## config.mk

```make
export PLATFORM = sky130hd
export DESIGN_NAME = decode_stage
export DESIGN_NICKNAME = d
export VERILOG_FILES = /design/src/logic/decode_pkg.sv /design/src/logic/decode_stage.sv /design/src/logic/decode_buffer.sv /design/src/logic/opcode_decode.sv /design/src/logic/func_decode.sv /design/src/logic/imm_gen.sv
export SDC_FILE = /design/constraint.sdc
export NUM_CORES = 1
export LEC_CHECK = 0
export BUFFER_PORTS_ARGS = -buffer_cell sky130_fd_sc_hd__buf_2
export CAP_MARGIN = 20
export CORE_ASPECT_RATIO = 1.2
export CORE_MARGIN = 1.5
export CORE_UTILIZATION = 45
export DETAILED_ROUTE_END_ITERATION = 10
export GPL_ROUTABILITY_DRIVEN = 0
export PLACE_DENSITY = 0.68
export SLEW_MARGIN = 20
export SYNTH_ARGS = -nofsm -noshare
export SYNTH_HDL_FRONTEND = slang
export SYNTH_SLANG_ARGS = --single-unit
```

## constraint.sdc

```tcl
create_clock -name clk -period 10.6 [get_ports clk]
set_input_delay 2.12 -clock clk [delete_from_list [all_inputs] [get_ports clk]]
set_output_delay 2.12 -clock clk [all_outputs]
set_load 0.005 [all_outputs]
```

## src/logic/decode_pkg.sv

```systemverilog
/*
 * Decode package
 * ISA field types, opcode, unit and operation encodings, and the
 * fetch and decoded record layouts shared by the decode stage
 */
package decode_pkg;

    typedef logic [31:0] xlen_t;
    typedef logic [31:0] instr_t;
    typedef logic [4:0]  reg_idx_t;
    typedef logic [15:0] uuid_t;
    typedef logic [3:0]  op_t;
    typedef logic [2:0]  op_mod_t;   // [0] branch, [1] mul/div, [2] unused

    typedef enum logic [6:0] {
        OP_I     = 7'b0010011,
        OP_R     = 7'b0110011,
        OP_LUI   = 7'b0110111,
        OP_AUIPC = 7'b0010111,
        OP_JAL   = 7'b1101111,
        OP_JALR  = 7'b1100111,
        OP_B     = 7'b1100011,
        OP_L     = 7'b0000011,
        OP_S     = 7'b0100011,
        OP_FENCE = 7'b0001111,
        OP_SYS   = 7'b1110011
    } opcode_e;

    typedef enum logic [1:0] {
        EX_ALU = 2'd0,
        EX_LSU = 2'd1,
        EX_SFU = 2'd2
    } ex_unit_e;

    typedef enum logic [3:0] {
        ALU_ADD, ALU_SUB, ALU_SLL, ALU_SLT, ALU_SLTU, ALU_XOR,
        ALU_SRL, ALU_SRA, ALU_OR, ALU_AND, ALU_LUI, ALU_AUIPC
    } alu_op_e;

    typedef enum logic [3:0] {
        BR_EQ, BR_NE, BR_LT, BR_GE, BR_LTU, BR_GEU, BR_JAL, BR_JALR,
        BR_ECALL, BR_EBREAK, BR_URET, BR_SRET, BR_MRET
    } br_op_e;

    // Same order as func3
    typedef enum logic [3:0] {
        MUL_MUL, MUL_MULH, MUL_MULHSU, MUL_MULHU,
        MUL_DIV, MUL_DIVU, MUL_REM, MUL_REMU
    } mul_op_e;

    localparam op_t LSU_FENCE = 4'd15;              // Loads/stores are {store, func3}
    localparam logic [11:0] CSR_STALL_MAX = 12'h003;

    typedef struct packed {
        uuid_t  uuid;
        xlen_t  pc;
        instr_t instr;
    } fetch_t;

    typedef struct packed {
        ex_unit_e ex_type;
        op_t      op_type;
        op_mod_t  op_mod;
        logic     use_pc;
        logic     use_imm;
        xlen_t    imm;
        logic     wb;
        reg_idx_t rd;
        reg_idx_t rs1;
        reg_idx_t rs2;
    } decoded_t;

    typedef struct packed {
        uuid_t    uuid;
        xlen_t    pc;
        decoded_t dec;
    } dec_out_t;

endpackage
```

## src/logic/decode_stage.sv

```systemverilog
/*
 * Decode stage top
 * Decodes one fetched instruction per cycle, buffers the record
 * for issue and reports warp stalls to the scheduler
 */
module decode_stage import decode_pkg::*; #(
    parameter int NUM_WARPS   = 4,
    parameter int NUM_THREADS = 4
) (
    input  logic                         clk,
    input  logic                         rst,
    input  logic                         fetch_valid,
    output logic                         fetch_ready,
    input  fetch_t                       fetch_data,
    input  logic [$clog2(NUM_WARPS)-1:0] fetch_wid,
    input  logic [NUM_THREADS-1:0]       fetch_tmask,
    output logic                         out_valid,
    input  logic                         out_ready,
    output dec_out_t                     out_data,
    output logic [$clog2(NUM_WARPS)-1:0] out_wid,
    output logic [NUM_THREADS-1:0]       out_tmask,
    output logic                         sched_valid,
    output logic [$clog2(NUM_WARPS)-1:0] sched_wid,
    output logic                         sched_wstall
);

    xlen_t    i_imm, s_imm, b_imm, u_imm, j_imm, csr_imm;
    op_t      alu_op, br_op, sys_op, mul_op;
    decoded_t dec;
    logic     wstall;
    dec_out_t buf_in;

    imm_gen u_imm_gen (
        .instr   (fetch_data.instr),
        .i_imm   (i_imm),
        .s_imm   (s_imm),
        .b_imm   (b_imm),
        .u_imm   (u_imm),
        .j_imm   (j_imm),
        .csr_imm (csr_imm)
    );

    func_decode u_func_decode (
        .instr  (fetch_data.instr),
        .alu_op (alu_op),
        .br_op  (br_op),
        .sys_op (sys_op),
        .mul_op (mul_op)
    );

    opcode_decode u_opcode_decode (
        .instr   (fetch_data.instr),
        .i_imm   (i_imm),
        .s_imm   (s_imm),
        .b_imm   (b_imm),
        .u_imm   (u_imm),
        .j_imm   (j_imm),
        .csr_imm (csr_imm),
        .alu_op  (alu_op),
        .br_op   (br_op),
        .sys_op  (sys_op),
        .mul_op  (mul_op),
        .dec     (dec),
        .wstall  (wstall)
    );

    assign buf_in.uuid = fetch_data.uuid;
    assign buf_in.pc   = fetch_data.pc;
    assign buf_in.dec  = dec;

    decode_buffer #(
        .NUM_WARPS   (NUM_WARPS),
        .NUM_THREADS (NUM_THREADS)
    ) u_decode_buffer (
        .clk       (clk),
        .rst       (rst),
        .in_valid  (fetch_valid),
        .in_ready  (fetch_ready),
        .in_data   (buf_in),
        .in_wid    (fetch_wid),
        .in_tmask  (fetch_tmask),
        .out_valid (out_valid),
        .out_ready (out_ready),
        .out_data  (out_data),
        .out_wid   (out_wid),
        .out_tmask (out_tmask)
    );

    // Scheduler hears about every accepted instruction
    assign sched_valid  = fetch_valid && fetch_ready;
    assign sched_wid    = fetch_wid;
    assign sched_wstall = wstall;

endmodule

```

## src/logic/decode_buffer.sv

```systemverilog
/*
 * Decode output buffer
 * Two-entry valid/ready FIFO for decoded records with their
 * warp id and thread mask
 */
module decode_buffer import decode_pkg::*; #(
    parameter int NUM_WARPS   = 4,
    parameter int NUM_THREADS = 4
) (
    input  logic                         clk,
    input  logic                         rst,
    input  logic                         in_valid,
    output logic                         in_ready,
    input  dec_out_t                     in_data,
    input  logic [$clog2(NUM_WARPS)-1:0] in_wid,
    input  logic [NUM_THREADS-1:0]       in_tmask,
    output logic                         out_valid,
    input  logic                         out_ready,
    output dec_out_t                     out_data,
    output logic [$clog2(NUM_WARPS)-1:0] out_wid,
    output logic [NUM_THREADS-1:0]       out_tmask
);

    dec_out_t                     data_q  [2];
    logic [$clog2(NUM_WARPS)-1:0] wid_q   [2];
    logic [NUM_THREADS-1:0]       tmask_q [2];
    logic                         wr_ptr;
    logic                         rd_ptr;
    logic [1:0]                   count;
    logic                         push;
    logic                         pop;

    assign in_ready  = (count != 2'd2);   // Independent of out_ready
    assign out_valid = (count != 2'd0);
    assign push      = in_valid && in_ready;
    assign pop       = out_valid && out_ready;

    always_ff @(posedge clk) begin
        if (rst) begin
            wr_ptr <= 1'b0;
            rd_ptr <= 1'b0;
            count  <= 2'd0;
        end else begin
            if (push)
                wr_ptr <= ~wr_ptr;
            if (pop)
                rd_ptr <= ~rd_ptr;
            if (push && !pop)
                count <= count + 2'd1;
            else if (pop && !push)
                count <= count - 2'd1;
        end
    end

    always_ff @(posedge clk) begin
        if (push) begin
            data_q[wr_ptr]  <= in_data;
            wid_q[wr_ptr]   <= in_wid;
            tmask_q[wr_ptr] <= in_tmask;
        end
    end

    assign out_data  = data_q[rd_ptr];
    assign out_wid   = wid_q[rd_ptr];
    assign out_tmask = tmask_q[rd_ptr];

    // A push must never land on an entry that is still waiting
    no_overflow: assert property (@(posedge clk) disable iff (rst)
        push |-> (count == 2'd0 || wr_ptr != rd_ptr))
        else $error("decode buffer written while full");

    hold_while_stalled: assert property (@(posedge clk) disable iff (rst)
        (out_valid && !out_ready) |=> (out_valid && $stable(out_data) && $stable(out_wid)
            && $stable(out_tmask)))
        else $error("decode output changed under back-pressure");

endmodule

```

## src/logic/opcode_decode.sv

```systemverilog
/*
 * Major opcode decoder
 * Selects unit, operation, modifier, immediate and register usage
 * for RV32IM, and flags instructions that must stall their warp
 */
module opcode_decode import decode_pkg::*; (
    input  instr_t   instr,
    input  xlen_t    i_imm,
    input  xlen_t    s_imm,
    input  xlen_t    b_imm,
    input  xlen_t    u_imm,
    input  xlen_t    j_imm,
    input  xlen_t    csr_imm,
    input  op_t      alu_op,
    input  op_t      br_op,
    input  op_t      sys_op,
    input  op_t      mul_op,
    output decoded_t dec,
    output logic     wstall
);

    opcode_e     opcode;
    logic [2:0]  func3;
    logic [6:0]  func7;
    reg_idx_t    rd;
    reg_idx_t    rs1;
    reg_idx_t    rs2;
    logic        use_rd;

    assign opcode = opcode_e'(instr[6:0]);
    assign func3  = instr[14:12];
    assign func7  = instr[31:25];
    assign rd     = instr[11:7];
    assign rs1    = instr[19:15];
    assign rs2    = instr[24:20];

    always_comb begin
        dec         = '0;
        dec.ex_type = EX_ALU;
        dec.op_type = op_t'(ALU_ADD);
        use_rd      = 1'b0;
        wstall      = 1'b0;

        case (opcode)
            OP_I: begin
                dec.op_type = alu_op;
                dec.use_imm = 1'b1;
                dec.imm     = i_imm;
                dec.rs1     = rs1;
                use_rd      = 1'b1;
            end
            OP_R: begin
                if (func7[0]) begin
                    dec.op_type   = mul_op;
                    dec.op_mod[1] = 1'b1;
                end else begin
                    dec.op_type = alu_op;
                end
                dec.rs1 = rs1;
                dec.rs2 = rs2;
                use_rd  = 1'b1;
            end
            OP_LUI, OP_AUIPC: begin
                dec.op_type = (opcode == OP_LUI) ? op_t'(ALU_LUI) : op_t'(ALU_AUIPC);
                dec.use_pc  = (opcode == OP_AUIPC);
                dec.use_imm = 1'b1;
                dec.imm     = u_imm;
                use_rd      = 1'b1;
            end
            OP_JAL: begin
                dec.op_type   = op_t'(BR_JAL);
                dec.op_mod[0] = 1'b1;
                dec.use_pc    = 1'b1;
                dec.use_imm   = 1'b1;
                dec.imm       = j_imm;
                use_rd        = 1'b1;
                wstall        = 1'b1;
            end
            OP_JALR: begin
                dec.op_type   = op_t'(BR_JALR);
                dec.op_mod[0] = 1'b1;
                dec.use_imm   = 1'b1;
                dec.imm       = i_imm;
                dec.rs1       = rs1;
                use_rd        = 1'b1;
                wstall        = 1'b1;
            end
            OP_B: begin
                dec.op_type   = br_op;
                dec.op_mod[0] = 1'b1;
                dec.use_pc    = 1'b1;
                dec.use_imm   = 1'b1;
                dec.imm       = b_imm;
                dec.rs1       = rs1;
                dec.rs2       = rs2;
                wstall        = 1'b1;
            end
            OP_L: begin
                dec.ex_type = EX_LSU;
                dec.op_type = {1'b0, func3};
                dec.use_imm = 1'b1;
                dec.imm     = i_imm;
                dec.rs1     = rs1;
                use_rd      = 1'b1;
            end
            OP_S: begin
                dec.ex_type = EX_LSU;
                dec.op_type = {1'b1, func3};
                dec.use_imm = 1'b1;
                dec.imm     = s_imm;
                dec.rs1     = rs1;
                dec.rs2     = rs2;
            end
            OP_FENCE: begin
                dec.ex_type = EX_LSU;
                dec.op_type = LSU_FENCE;
            end
            OP_SYS: begin
                use_rd = 1'b1;
                if (func3[1:0] != 2'b00) begin   // CSR access
                    dec.ex_type = EX_SFU;
                    dec.op_type = {2'b00, func3[1:0]};
                    dec.use_imm = func3[2];
                    dec.imm     = func3[2] ? csr_imm : {20'b0, csr_imm[11:0]};
                    dec.rs1     = func3[2] ? '0 : rs1;
                    wstall      = (instr[31:20] <= CSR_STALL_MAX);
                end else begin
                    dec.op_type   = sys_op;
                    dec.op_mod[0] = 1'b1;
                    dec.use_pc    = 1'b1;
                    dec.use_imm   = 1'b1;
                    dec.imm       = 32'd4;   // Return address offset
                    wstall        = 1'b1;
                end
            end
            default: ;
        endcase

        dec.rd = use_rd ? rd : '0;
        dec.wb = use_rd && (rd != '0);
    end

    // Only opcodes with an rd field write back, and never to x0
    always_comb begin
        wb_rd_check: assert final (!dec.wb || (dec.rd != '0 && opcode inside {
            OP_I, OP_R, OP_LUI, OP_AUIPC, OP_JAL, OP_JALR, OP_L, OP_SYS}))
            else $error("wb set with rd=%0d for instr %h", dec.rd, instr);
    end

endmodule

```

## src/logic/func_decode.sv

```systemverilog
/*
 * Function field decoder
 * Maps func3/func7 and the system field to ALU, branch,
 * system and multiply/divide operation codes
 */
module func_decode import decode_pkg::*; (
    input  instr_t instr,
    output op_t    alu_op,
    output op_t    br_op,
    output op_t    sys_op,
    output op_t    mul_op
);

    logic [2:0]  func3;
    logic [6:0]  func7;
    logic [11:0] sys_field;
    mul_op_e     mul_sel;

    assign func3     = instr[14:12];
    assign func7     = instr[31:25];
    assign sys_field = instr[31:20];

    always_comb begin
        case (func3)
            3'h0: alu_op = (instr[5] && func7[5]) ? op_t'(ALU_SUB) : op_t'(ALU_ADD);
            3'h1: alu_op = op_t'(ALU_SLL);
            3'h2: alu_op = op_t'(ALU_SLT);
            3'h3: alu_op = op_t'(ALU_SLTU);
            3'h4: alu_op = op_t'(ALU_XOR);
            3'h5: alu_op = func7[5] ? op_t'(ALU_SRA) : op_t'(ALU_SRL);
            3'h6: alu_op = op_t'(ALU_OR);
            default: alu_op = op_t'(ALU_AND);
        endcase
    end

    always_comb begin
        case (func3)
            3'h0: br_op = op_t'(BR_EQ);
            3'h1: br_op = op_t'(BR_NE);
            3'h4: br_op = op_t'(BR_LT);
            3'h5: br_op = op_t'(BR_GE);
            3'h6: br_op = op_t'(BR_LTU);
            3'h7: br_op = op_t'(BR_GEU);
            default: br_op = op_t'(BR_EQ);   // Reserved encodings
        endcase
    end

    always_comb begin
        case (sys_field)
            12'h001: sys_op = op_t'(BR_EBREAK);
            12'h002: sys_op = op_t'(BR_URET);
            12'h102: sys_op = op_t'(BR_SRET);
            12'h302: sys_op = op_t'(BR_MRET);
            default: sys_op = op_t'(BR_ECALL);
        endcase
    end

    assign mul_sel = mul_op_e'({1'b0, func3});
    assign mul_op  = op_t'(mul_sel);

endmodule

```

## src/logic/imm_gen.sv

```systemverilog
/*
 * Immediate generator
 * Builds the sign-extended I, S, B, U and J immediates and the
 * packed CSR address/zimm word from one instruction
 */
module imm_gen import decode_pkg::*; (
    input  instr_t instr,
    output xlen_t  i_imm,
    output xlen_t  s_imm,
    output xlen_t  b_imm,
    output xlen_t  u_imm,
    output xlen_t  j_imm,
    output xlen_t  csr_imm
);

    logic [2:0]  func3;
    logic        is_shift_imm;
    logic [11:0] b_raw;
    logic [19:0] j_raw;

    assign func3 = instr[14:12];

    // SLLI, SRLI, SRAI carry only a shift amount
    assign is_shift_imm = (instr[6:0] == OP_I) && (func3[1:0] == 2'b01);

    assign i_imm = is_shift_imm ? {27'b0, instr[24:20]}
                                : {{20{instr[31]}}, instr[31:20]};

    assign s_imm = {{20{instr[31]}}, instr[31:25], instr[11:7]};

    assign b_raw = {instr[31], instr[7], instr[30:25], instr[11:8]};
    assign b_imm = {{19{b_raw[11]}}, b_raw, 1'b0};

    assign u_imm = {instr[31:12], 12'b0};

    assign j_raw = {instr[31], instr[19:12], instr[20], instr[30:21]};
    assign j_imm = {{11{j_raw[19]}}, j_raw, 1'b0};

    assign csr_imm = {15'b0, instr[19:15], instr[31:20]};   // zimm above address

endmodule

```

==> flow_metrics.env, run 1 <==
export IMPL_die_h_um=163
export IMPL_cts_resized_gates=0
export IMPL_reg2regPathDepth=5
export IMPL_status="completed"
export IMPL_die_area_sq_um=22200
export IMPL_peakVddDrop_mv=0.156
export IMPL_final_cell_mix="224 x edfxtp_1, 207 x buf_2, 112 x mux2_2"
export IMPL_ys_types=66
export IMPL_dp_cells=1025
export IMPL_post_route_worst_setup_slack_ps=4830
export IMPL_clockBufferDepth=3
export IMPL_numCtsBuffers=22
export IMPL_grt_pass1_wl_um=31400
export IMPL_core_area_sq_um=20900
export IMPL_syn_cell_area_sq_um=9590
export IMPL_postCtsHoldBufs=0
export IMPL_synth_ff_type="edfxtp_1"
export IMPL_ys_ff_latch=229
export IMPL_clock_sinks=229
export IMPL_dr_pass1_iters=6
export IMPL_synth_enable_flop_cells=224
export IMPL_netlist_instances=576
export IMPL_io_buffers=207
export IMPL_dp_slack_ps=4880
export IMPL_met1_usage=0.215
export IMPL_hold_viol=0
export IMPL_nets=870
export IMPL_hold_depth=2
export IMPL_whs_ps=521
export IMPL_required_ps=8480
export IMPL_synth_top_area_cell="edfxtp_1"
export IMPL_maxClockFrequency_mhz=173
export IMPL_yosysWarnings=0
export IMPL_io_pins=209
export IMPL_syn_to_final_growth_pct=20.7
export IMPL_tritoncts="yes"
export IMPL_grt_pass1_vias=5787
export IMPL_final_antenna_net_count=0
export IMPL_final_core_util=0.554
export IMPL_finalSetupViolations=0
export IMPL_clk_pin_slew_ps=60
export IMPL_worstSetupPathType="in -> out"
export IMPL_synthArstFlopShare=0
export IMPL_drv_cap=0
export IMPL_routed_wl_um=21300
export IMPL_gr_usage_met3=0.0523
export IMPL_ys_top_cells_by_area="edfxtp_1 70%, mux2_2 13%, a21o_1 1.4%"
export IMPL_finalNonFillerCells=1064
export IMPL_post_cts_buffers=0
export IMPL_vias_per_cell=5.46
export IMPL_critPathCaptureType="primary output"
export IMPL_final_common_cell="edfxtp_1"
export IMPL_max_slew_margin=0.353
export IMPL_worstMarginPinSlew_ps=964
export IMPL_path_cells="buf_2 -> nand4bb_1 -> nor4_2 -> a21o_1 -> buf_2"
export IMPL_num_rows=58
export IMPL_fin_worst_skew_ps=15.6
export IMPL_cts_htree_levels=1
export IMPL_overflow=0
export IMPL_grt_busiest_layer="met2"
export IMPL_syn_avg_cell_area_sq_um=16.7
export IMPL_grt_use_total=0.186
export IMPL_hpwl_um=14900
export IMPL_cts_root_buf="clkbuf_16"
export IMPL_cellLeakagePower_nw=4.46
export IMPL_drc=0
export IMPL_worstPathArrival_ps=3650
export IMPL_setup_tns_ps=0
export IMPL_cp_slowest_cell="nor4_2"
export IMPL_route_vias_total=5806
export IMPL_rsz0062_at_grt="no"
export IMPL_insertion_delay_ps=500
export IMPL_drt_iter0_drc=411
export IMPL_drive_above_1_share=0.467
export IMPL_p_per_area_nw_per_um2=220
export IMPL_grt_max_degree=60
export IMPL_synth_top_area_share=0.701
export IMPL_path_common_cell="buf_2"
export IMPL_cpPeakStageDelay_ps=530
export IMPL_syn_num_nets=667
export IMPL_initial_core_util=0.459
export IMPL_period_share=0.544
export IMPL_start_kind="input pin"
export IMPL_antenna_found_initial=2
export IMPL_die_x_um=136
export IMPL_slew_violations=0
export IMPL_met2_usage=0.329
export IMPL_hp_class="reg -> reg"
export IMPL_seq_area_frac_synth=0.712
export IMPL_wire_per_inst_um=20.0
export IMPL_worstPathMaxFanout=21
export IMPL_period_needed_ps=5770
-- layer usage --
| metal | share of wire | routed length [um] |
|---|---|---|
| met3 | 0.098 | 2090 |
| met2 | 0.51 | 10800 |
| met5 | 0.00066 | 14 |
| met4 | 0.030 | 630 |
| met1 | 0.37 | 7770 |
-- report_power, final --
part	switching, mW	internal [mW]	leakage, nW
clock network	0.309	0.448	0.343
logic	0.287	0.282	1.94
registers	0.0585	1.16	2.17
-- path summary, 6_finish.rpt --
kind / from / to / slack [ps]
max: fetch_data[3] / sched_wstall / 4830
min: u_decode_buffer.rd_ptr$_SDFFE_PP0P_ / u_decode_buffer.rd_ptr$_SDFFE_PP0P_ / 520
max reg2reg: u_decode_buffer.count[0]$_SDFFE_PP0P_ / u_decode_buffer.data_q[0][42]$_DFFE_PP_ / 8030
min reg2reg: u_decode_buffer.rd_ptr$_SDFFE_PP0P_ / u_decode_buffer.rd_ptr$_SDFFE_PP0P_ / 520
-- worst max-delay path: cells and delay by family --
| kind | cells | cell delay [ps] |
|---|---|---|
| AOI/OAI and AO/OA | 1 | 170 |
| and+or+nand+nor | 2 | 1030 |
| buffers and inverters | 2 | 330 |
-- flip-flops by register name (all words and copies together) (netlist names), named ones only --
name and flops:
u_decode_buffer.wr_ptr 1, u_decode_buffer.data_q 212, u_decode_buffer.rd_ptr 1, u_decode_buffer.wid_q 4
u_decode_buffer.count 2, u_decode_buffer.tmask_q 8
-- Yosys cell counts (4+ instances only) --
cell      number
edfxtp_1     224
nand2b_1       4
or4_1          4
xor2_1         5
nor3_1         7
and2_1        13
a21boi_0       6
buf_2          5
a21oi_1       15
clkbuf_1      19
inv_1          7
mux2_2       112
dfxtp_1        5
o21ai_0       11
nand3b_1       4
a21o_1        18
or2_2          4
nor2b_1        7
nand2_1       14
nor2_1        14
a221o_1        4
-- logic make-up (layout without fill, tap and decap cells) --
kind of cell,Yosys count,count (layout),share of synthesized area
DFF,229,229,0.712
muxes,113,113,0.133
and+or+nand+nor,97,97,0.0625
AOI/OAI and AO/OA,90,90,0.0678
buffers and inverters,40,257,0.0190
xor gates and xnor gates,5,5,0.00457
adders and majority gates,1,1,0.00130
other,1,2,0.000391
-- through the flow --
| stage | power, mW | instance area [sq um] |
|---|---|---|
| 6_report | 2.54 | 11600 |
| 5_1_grt | 2.67 | 11600 |
| 4_1_cts | 2.59 | 11600 |
| 3_5_place_dp | 1.82 | 10900 |
| 3_3_place_gp | 1.80 | 10900 |
| 2_1_floorplan | 1.57 | 9590 |
-- layout make-up --
type                            instances  area (sq um)
Antenna cell                            1          2.50
Clock inverter                          9           109
Multi-Input combinational cell        307          2600
Timing Repair Buffer                  211          1070
Clock buffer                           29           598
Sequential cell                       229          6830
Tap cell                              270           338
Inverter                                8          30.0
Fill cell                            1699          9330
Note: power is estimated with default switching activity, not from simulation.
==> run 2, diff against run 1 <==
--- a/config.mk
+++ b/config.mk
@@ -5,6 +5,7 @@
 export SDC_FILE = /design/constraint.sdc
 export NUM_CORES = 1
 export LEC_CHECK = 0
+export ABC_AREA = 1
 export BUFFER_PORTS_ARGS = -buffer_cell sky130_fd_sc_hd__buf_2
 export CAP_MARGIN = 20
 export CORE_ASPECT_RATIO = 1.2
==> constraint.sdc (replaced) <==
create_clock -name clk -period 5.95 [get_ports clk]
set_input_delay 1.19 -clock clk [delete_from_list [all_inputs] [get_ports clk]]
set_output_delay 1.19 -clock clk [all_outputs]
set_load 0.005 [all_outputs]
==> flow_metrics.env, run 2 <==
export IMPL_r2r_start="u_decode_buffer.count[0]$_SDFFE_PP0P_"
export IMPL_ys_ff_latch=229
export IMPL_drc=0
export IMPL_whs_ps=491
export IMPL_cts_resized_gates=0
export IMPL_final_antenna_net_count=0
export IMPL_grt_use_total=0.183
export IMPL_peakVddDrop_mv=0.256
export IMPL_final_core_util=0.554
export IMPL_route_vias_total=6216
export IMPL_reg_largest_list="u_decode_buffer.data_q x212, u_decode_buffer.tmask_q x8, u_decode_buffer.wid_q x4"
export IMPL_syn_num_nets=810
export IMPL_drive_above_1_share=0.422
export IMPL_status="completed"
export IMPL_clock_sinks=229
export IMPL_regMostFlops="u_decode_buffer.data_q"
export IMPL_endpoint="out_data[84]"
export IMPL_io_pins=209
export IMPL_hpwl_um=14800
export IMPL_rsz0062_at_grt="no"
export IMPL_clockBufferDepth=3
export IMPL_p_per_area_nw_per_um2=375
export IMPL_worstSetupPathType="reg -> out"
export IMPL_antenna_found_initial=4
export IMPL_max_slew_margin=0.374
export IMPL_overflow=0
export IMPL_required_ps=4760
export IMPL_insertion_delay_ps=510
export IMPL_initial_core_util=0.457
export IMPL_hp_class="reg -> reg"
export IMPL_period_needed_ps=3700
export IMPL_clk_pin_slew_ps=60
export IMPL_die_h_um=165
export IMPL_worstPathMaxFanout=42
export IMPL_period_share=0.621
export IMPL_start_kind="flop"
export IMPL_synth_most_common_cell="edfxtp_1"
export IMPL_seq_area_frac_synth=0.690
export IMPL_final_common_cell="edfxtp_1"
export IMPL_dp_slack_ps=2540
export IMPL_io_buffers=207
export IMPL_syn_avg_cell_area_sq_um=13.8
export IMPL_critPathCaptureType="primary output"
export IMPL_finalSetupViolations=0
export IMPL_largest_register_ffs=212
export IMPL_tritoncts="yes"
export IMPL_ys_top_cells_by_area="edfxtp_1 68%, mux2_2 13%, nand2_1 4.2%"
export IMPL_synth_top_area_cell="edfxtp_1"
export IMPL_synth_top_area_share=0.680
export IMPL_fin_worst_skew_ps=13.1
export IMPL_vias_per_cell=5.08
export IMPL_syn_to_final_growth_pct=21.2
export IMPL_cts_root_buf="clkbuf_16"
export IMPL_hold_viol=0
export IMPL_synth_ff_type="edfxtp_1"
export IMPL_post_route_worst_setup_slack_ps=2250
export IMPL_hold_depth=2
export IMPL_post_cts_buffers=0
export IMPL_final_cell_mix="224 x edfxtp_1, 207 x buf_2, 112 x mux2_2"
export IMPL_worstPathArrival_ps=2510
export IMPL_timing_rr_end="u_decode_buffer.data_q[0][85]$_DFFE_PP_"
export IMPL_maxClockFrequency_mhz=271
export IMPL_cts_htree_levels=1
export IMPL_cellLeakagePower_nw=4.84
export IMPL_reg2reg_setup_slack_ps=3620
export IMPL_routed_wl_um=21200
export IMPL_n_fill_cell=1850
export IMPL_postCtsHoldBufs=0
export IMPL_core_area_sq_um=21600
export IMPL_netlist_instances=719
export IMPL_drv_cap=0
export IMPL_syn_cell_area_sq_um=9890
export IMPL_grt_max_degree=77
export IMPL_postPlaceCellArea_sq_um=11200
export IMPL_synth_enable_flop_cells=224
export IMPL_fin_area_sq_um=12000
export IMPL_worstMarginPinSlew_ps=936
export IMPL_grt_pass1_vias=6117
export IMPL_die_x_um=138
export IMPL_dr_pass1_iters=5
export IMPL_synthArstFlopShare=0
export IMPL_reg2regPathDepth=5
export IMPL_die_area_sq_um=22900
export IMPL_slew_violations=0
export IMPL_num_rows=59
export IMPL_ys_top_cells_by_count="224 x edfxtp_1, 112 x mux2_2, 111 x nand2_1, 51 x inv_1, 49 x nor2_1"
export IMPL_ys_types=38
export IMPL_nets=1021
export IMPL_hp_start="u_decode_buffer.rd_ptr$_SDFFE_PP0P_"
export IMPL_numCtsBuffers=24
export IMPL_drt_iter0_drc=395
export IMPL_setup_tns_ps=0
export IMPL_wire_per_inst_um=17.4
export IMPL_yosysWarnings=0
export IMPL_grt_pass1_wl_um=32700
==> run 2: cell count changes after synthesis, moves of 5 or more <==
cell and change:
nand3_1 +35, nand2_2 +15, nor2b_1 -7, buf_2 +7
a21o_1 -18, inv_1 +44, nor2_1 +35, nand2_1 +97
xor2_1 -5, clkbuf_1 -14, and2_1 -13, o21ai_0 +18
nand4_1 +11
==> run 2: cell type report <==
| class | count | area [sq um] | share of cell area |
|---|---|---|---|
| tap | 274 | 343 | 0.0286 |
| inverter | 58 | 221 | 0.0185 |
| timing repair buffer | 213 | 1090 | 0.0912 |
| multi-input combinational | 404 | 2700 | 0.225 |
| antenna | 3 | 7.51 | 0.000626 |
| sequential | 229 | 6830 | 0.570 |
| clock inverter | 13 | 149 | 0.0124 |
| clock buffer | 30 | 644 | 0.0537 |
==> run 2: layer usage <==
layer,part of all wire,track usage
met5,0.00061,0
met4,0.019,0.0502
met3,0.080,0.0412
met2,0.49,0.316
met1,0.41,0.232
==> run 2: metrics by stage <==
stage	power, mW	std cells
2_1_floorplan	2.67	719
3_3_place_gp	3.04	1177
3_5_place_dp	3.06	1177
4_1_cts	4.55	1220
5_1_grt	4.71	1223
6_report	4.49	1224
==> run 2: worst max-delay path, cell delays in order, from the launching register on <==
cell     delay (ps)
dfxtp_4         670
buf_12          310
buf_4           450
mux2_2          400
buf_2           130
==> run 2: logic make-up after synthesis <==
kind of cell             Yosys count  share of synthesized area
flip-flops                       229                      0.690
multiplexers                     112                      0.128
other                              1                   0.000379
adder cells (fa/ha/maj)            1                    0.00126
AO/OA/AOI/OAI                     47                     0.0263
AND/OR/NAND/NOR                  243                      0.116
buffers and inverters             86                     0.0382
==> run 2: where the power goes <==
group / leakage (nW) / switching (mW) / total [mW] / internal (mW)
registers: 2.17 / 0.0761 / 2.12 / 2.04
clock network: 0.377 / 0.583 / 1.48 / 0.899
logic: 2.30 / 0.461 / 0.894 / 0.433
total: 4.84 / 1.12 / 4.49 / 3.37
==> run 2: how the worst min path moves through the flow <==
stage | slack (ps) | end
floorplan | 450 | flop
global placement | 460 | flop
detailed placement | 480 | flop
CTS | 490 | flop
global route | 510 | flop
finish | 490 | u_decode_buffer.rd_ptr$_SDFFE_PP0P_
==> run 3, diff against run 2 <==
--- a/config.mk
+++ b/config.mk
@@ -5,7 +5,7 @@
 export SDC_FILE = /design/constraint.sdc
 export NUM_CORES = 1
 export LEC_CHECK = 0
-export ABC_AREA = 1
+export ABC_AREA = 0
 export BUFFER_PORTS_ARGS = -buffer_cell sky130_fd_sc_hd__buf_2
 export CAP_MARGIN = 20
 export CORE_ASPECT_RATIO = 1.2
==> constraint.sdc (replaced) <==
create_clock -name clk -period 3.45 [get_ports clk]
set_input_delay 0.69 -clock clk [delete_from_list [all_inputs] [get_ports clk]]
set_output_delay 0.69 -clock clk [all_outputs]
set_load 0.005 [all_outputs]
==> flow_metrics.env, run 3 (synthesis gave the netlist of run 1 again) <==
export IMPL_status="completed"
export IMPL_path_cells="buf_2 -> nand3b_1 -> o31ai_1 -> a21o_1 -> buf_2"
export IMPL_final_antenna_net_count=0
export IMPL_regMostFlops="u_decode_buffer.data_q"
export IMPL_syn_to_final_growth_pct=21.7
export IMPL_grt_pass1_wl_um=31800
export IMPL_num_rows=58
export IMPL_post_cts_buffers=0
export IMPL_io_buffers=207
export IMPL_timing_rr_end="u_decode_buffer.data_q[1][52]$_DFFE_PP_"
export IMPL_hold_depth=1
export IMPL_initial_core_util=0.459
export IMPL_wl_met2_um=10800
export IMPL_clockBufferDepth=3
export IMPL_wl_met3_um=1690
export IMPL_period_share=0.816
export IMPL_cellLeakagePower_nw=4.50
export IMPL_num_antenna_cells=0
export IMPL_r2r_start="u_decode_buffer.count[0]$_SDFFE_PP0P_"
export IMPL_overflow=0
export IMPL_postCtsHoldBufs=0
export IMPL_critPathCaptureType="primary output"
export IMPL_routed_wl_um=21000
export IMPL_n_fill_cell=1707
export IMPL_rsz0062_at_grt="no"
export IMPL_worstPathMaxFanout=26
export IMPL_drt_iter0_drc=308
export IMPL_insertion_delay_ps=500
export IMPL_hold_end="u_decode_buffer.data_q[0][65]$_DFFE_PP_"
export IMPL_period_needed_ps=2810
export IMPL_worstMarginPinSlew_ps=809
export IMPL_cts_resized_gates=0
export IMPL_grt_use_total=0.186
export IMPL_top_layer="met4"
export IMPL_max_slew_margin=0.459
export IMPL_die_x_um=136
export IMPL_whs_ps=378
export IMPL_cts_root_buf="clkbuf_16"
export IMPL_fin_worst_skew_ps=10.6
export IMPL_cpPeakStageDelay_ps=580
export IMPL_reg_largest_list="u_decode_buffer.data_q x212, u_decode_buffer.tmask_q x8, u_decode_buffer.wid_q x4"
export IMPL_start_kind="input pin"
export IMPL_final_cell_mix="224 x edfxtp_1, 207 x buf_2, 112 x mux2_2"
export IMPL_p_per_area_nw_per_um2=676
export IMPL_wire_per_inst_um=19.6
export IMPL_required_ps=2760
export IMPL_cts_htree_levels=1
export IMPL_clock_sinks=229
export IMPL_largest_register_ffs=212
export IMPL_reg2regPathDepth=3
export IMPL_die_h_um=163
export IMPL_grt_pass1_vias=5845
export IMPL_regArea_sq_um=6830
export IMPL_crit_family="compound AO/OA/AOI/OAI gates"
export IMPL_path_common_cell="buf_2"
export IMPL_vias_per_cell=5.40
export IMPL_dr_pass1_iters=5
export IMPL_grt_max_degree=60
export IMPL_hold_viol=0
export IMPL_multi_input_area_sq_um=2590
export IMPL_clk_pin_slew_ps=60
export IMPL_finalSetupViolations=0
export IMPL_slew_violations=0
export IMPL_route_vias_total=5779
export IMPL_worstSetupPathType="in -> out"
export IMPL_peakVddDrop_mv=0.398
export IMPL_cp_slowest_cell="o31ai_1"
export IMPL_drv_cap=0
export IMPL_final_common_cell="edfxtp_1"
export IMPL_maxClockFrequency_mhz=355
export IMPL_io_pins=209
export IMPL_crit_buf_inv=2
export IMPL_reg2reg_setup_slack_ps=1450
export IMPL_numCtsBuffers=23
export IMPL_wirelength_met1_um=8010
export IMPL_worstPathArrival_ps=2120
export IMPL_setup_tns_ps=0
export IMPL_hpwl_um=14700
export IMPL_die_area_sq_um=22200
export IMPL_drc=0
export IMPL_hp_class="in -> reg"
export IMPL_antenna_found_initial=0
export IMPL_drive_above_1_share=0.466
export IMPL_core_area_sq_um=20900
export IMPL_nets=877
export IMPL_tritoncts="yes"
export IMPL_hp_start="fetch_data[39]"
-- run 3: power breakdown --
part	internal, mW	switching, mW
Clock	1.38	0.969
Sequential	3.55	0.149
Combinational	0.919	0.927
-- run 3: worst max path at each step --
stage                   start                                endpoint  cells after the start
6_report        fetch_data[6]                            sched_wstall                      5
5_1_grt                  flop                            out_data[51]                      3
4_1_cts                  flop                            out_data[48]                      3
3_5_place_dp   fetch_data[26]                            sched_wstall                      5
3_3_place_gp   fetch_data[26]                            sched_wstall                      5
2_1_floorplan     fetch_valid  u_decode_buffer.data_q[0][0]$_DFFE_PP_                      2
-- run 3: area by class of cell --
cell class                 instances  area share
sequential                       229       0.585
multi-input combinational        307       0.222
timing repair buffer             217       0.101
clock buffer                      30      0.0516
tap                              270      0.0289
clock inverter                    10     0.00879
inverter                           8     0.00257
-- run 3: layer usage --
| metal | up-vias | global-route usage |
|---|---|---|
| li1 | 2672 | - |
| met1 | 2799 | 0.224 |
| met2 | 268 | 0.340 |
| met3 | 40 | 0.0321 |
| met4 | 0 | 0.0508 |
| met5 | - | 0 |
-- run 3: through the flow --
step                cell area (sq um)  instances  total power [mW]   util  setup WS (ps)
floorplan                        9600        576              4.78      -            565
global placement                11000       1031              5.60  0.525            735
detailed placement              11000       1031              5.65  0.525            727
CTS                             11700       1071              8.01  0.558            623
global route                    11700       1071              8.25  0.558            543
finish                          11700       1071              7.89  0.558            636
-- run 3: worst register-to-register path, cell delays in order, from the launching register on --
cell and delay, ps:
dfxtp_1 390, nand2b_1 170, and3_4 700, buf_12 380
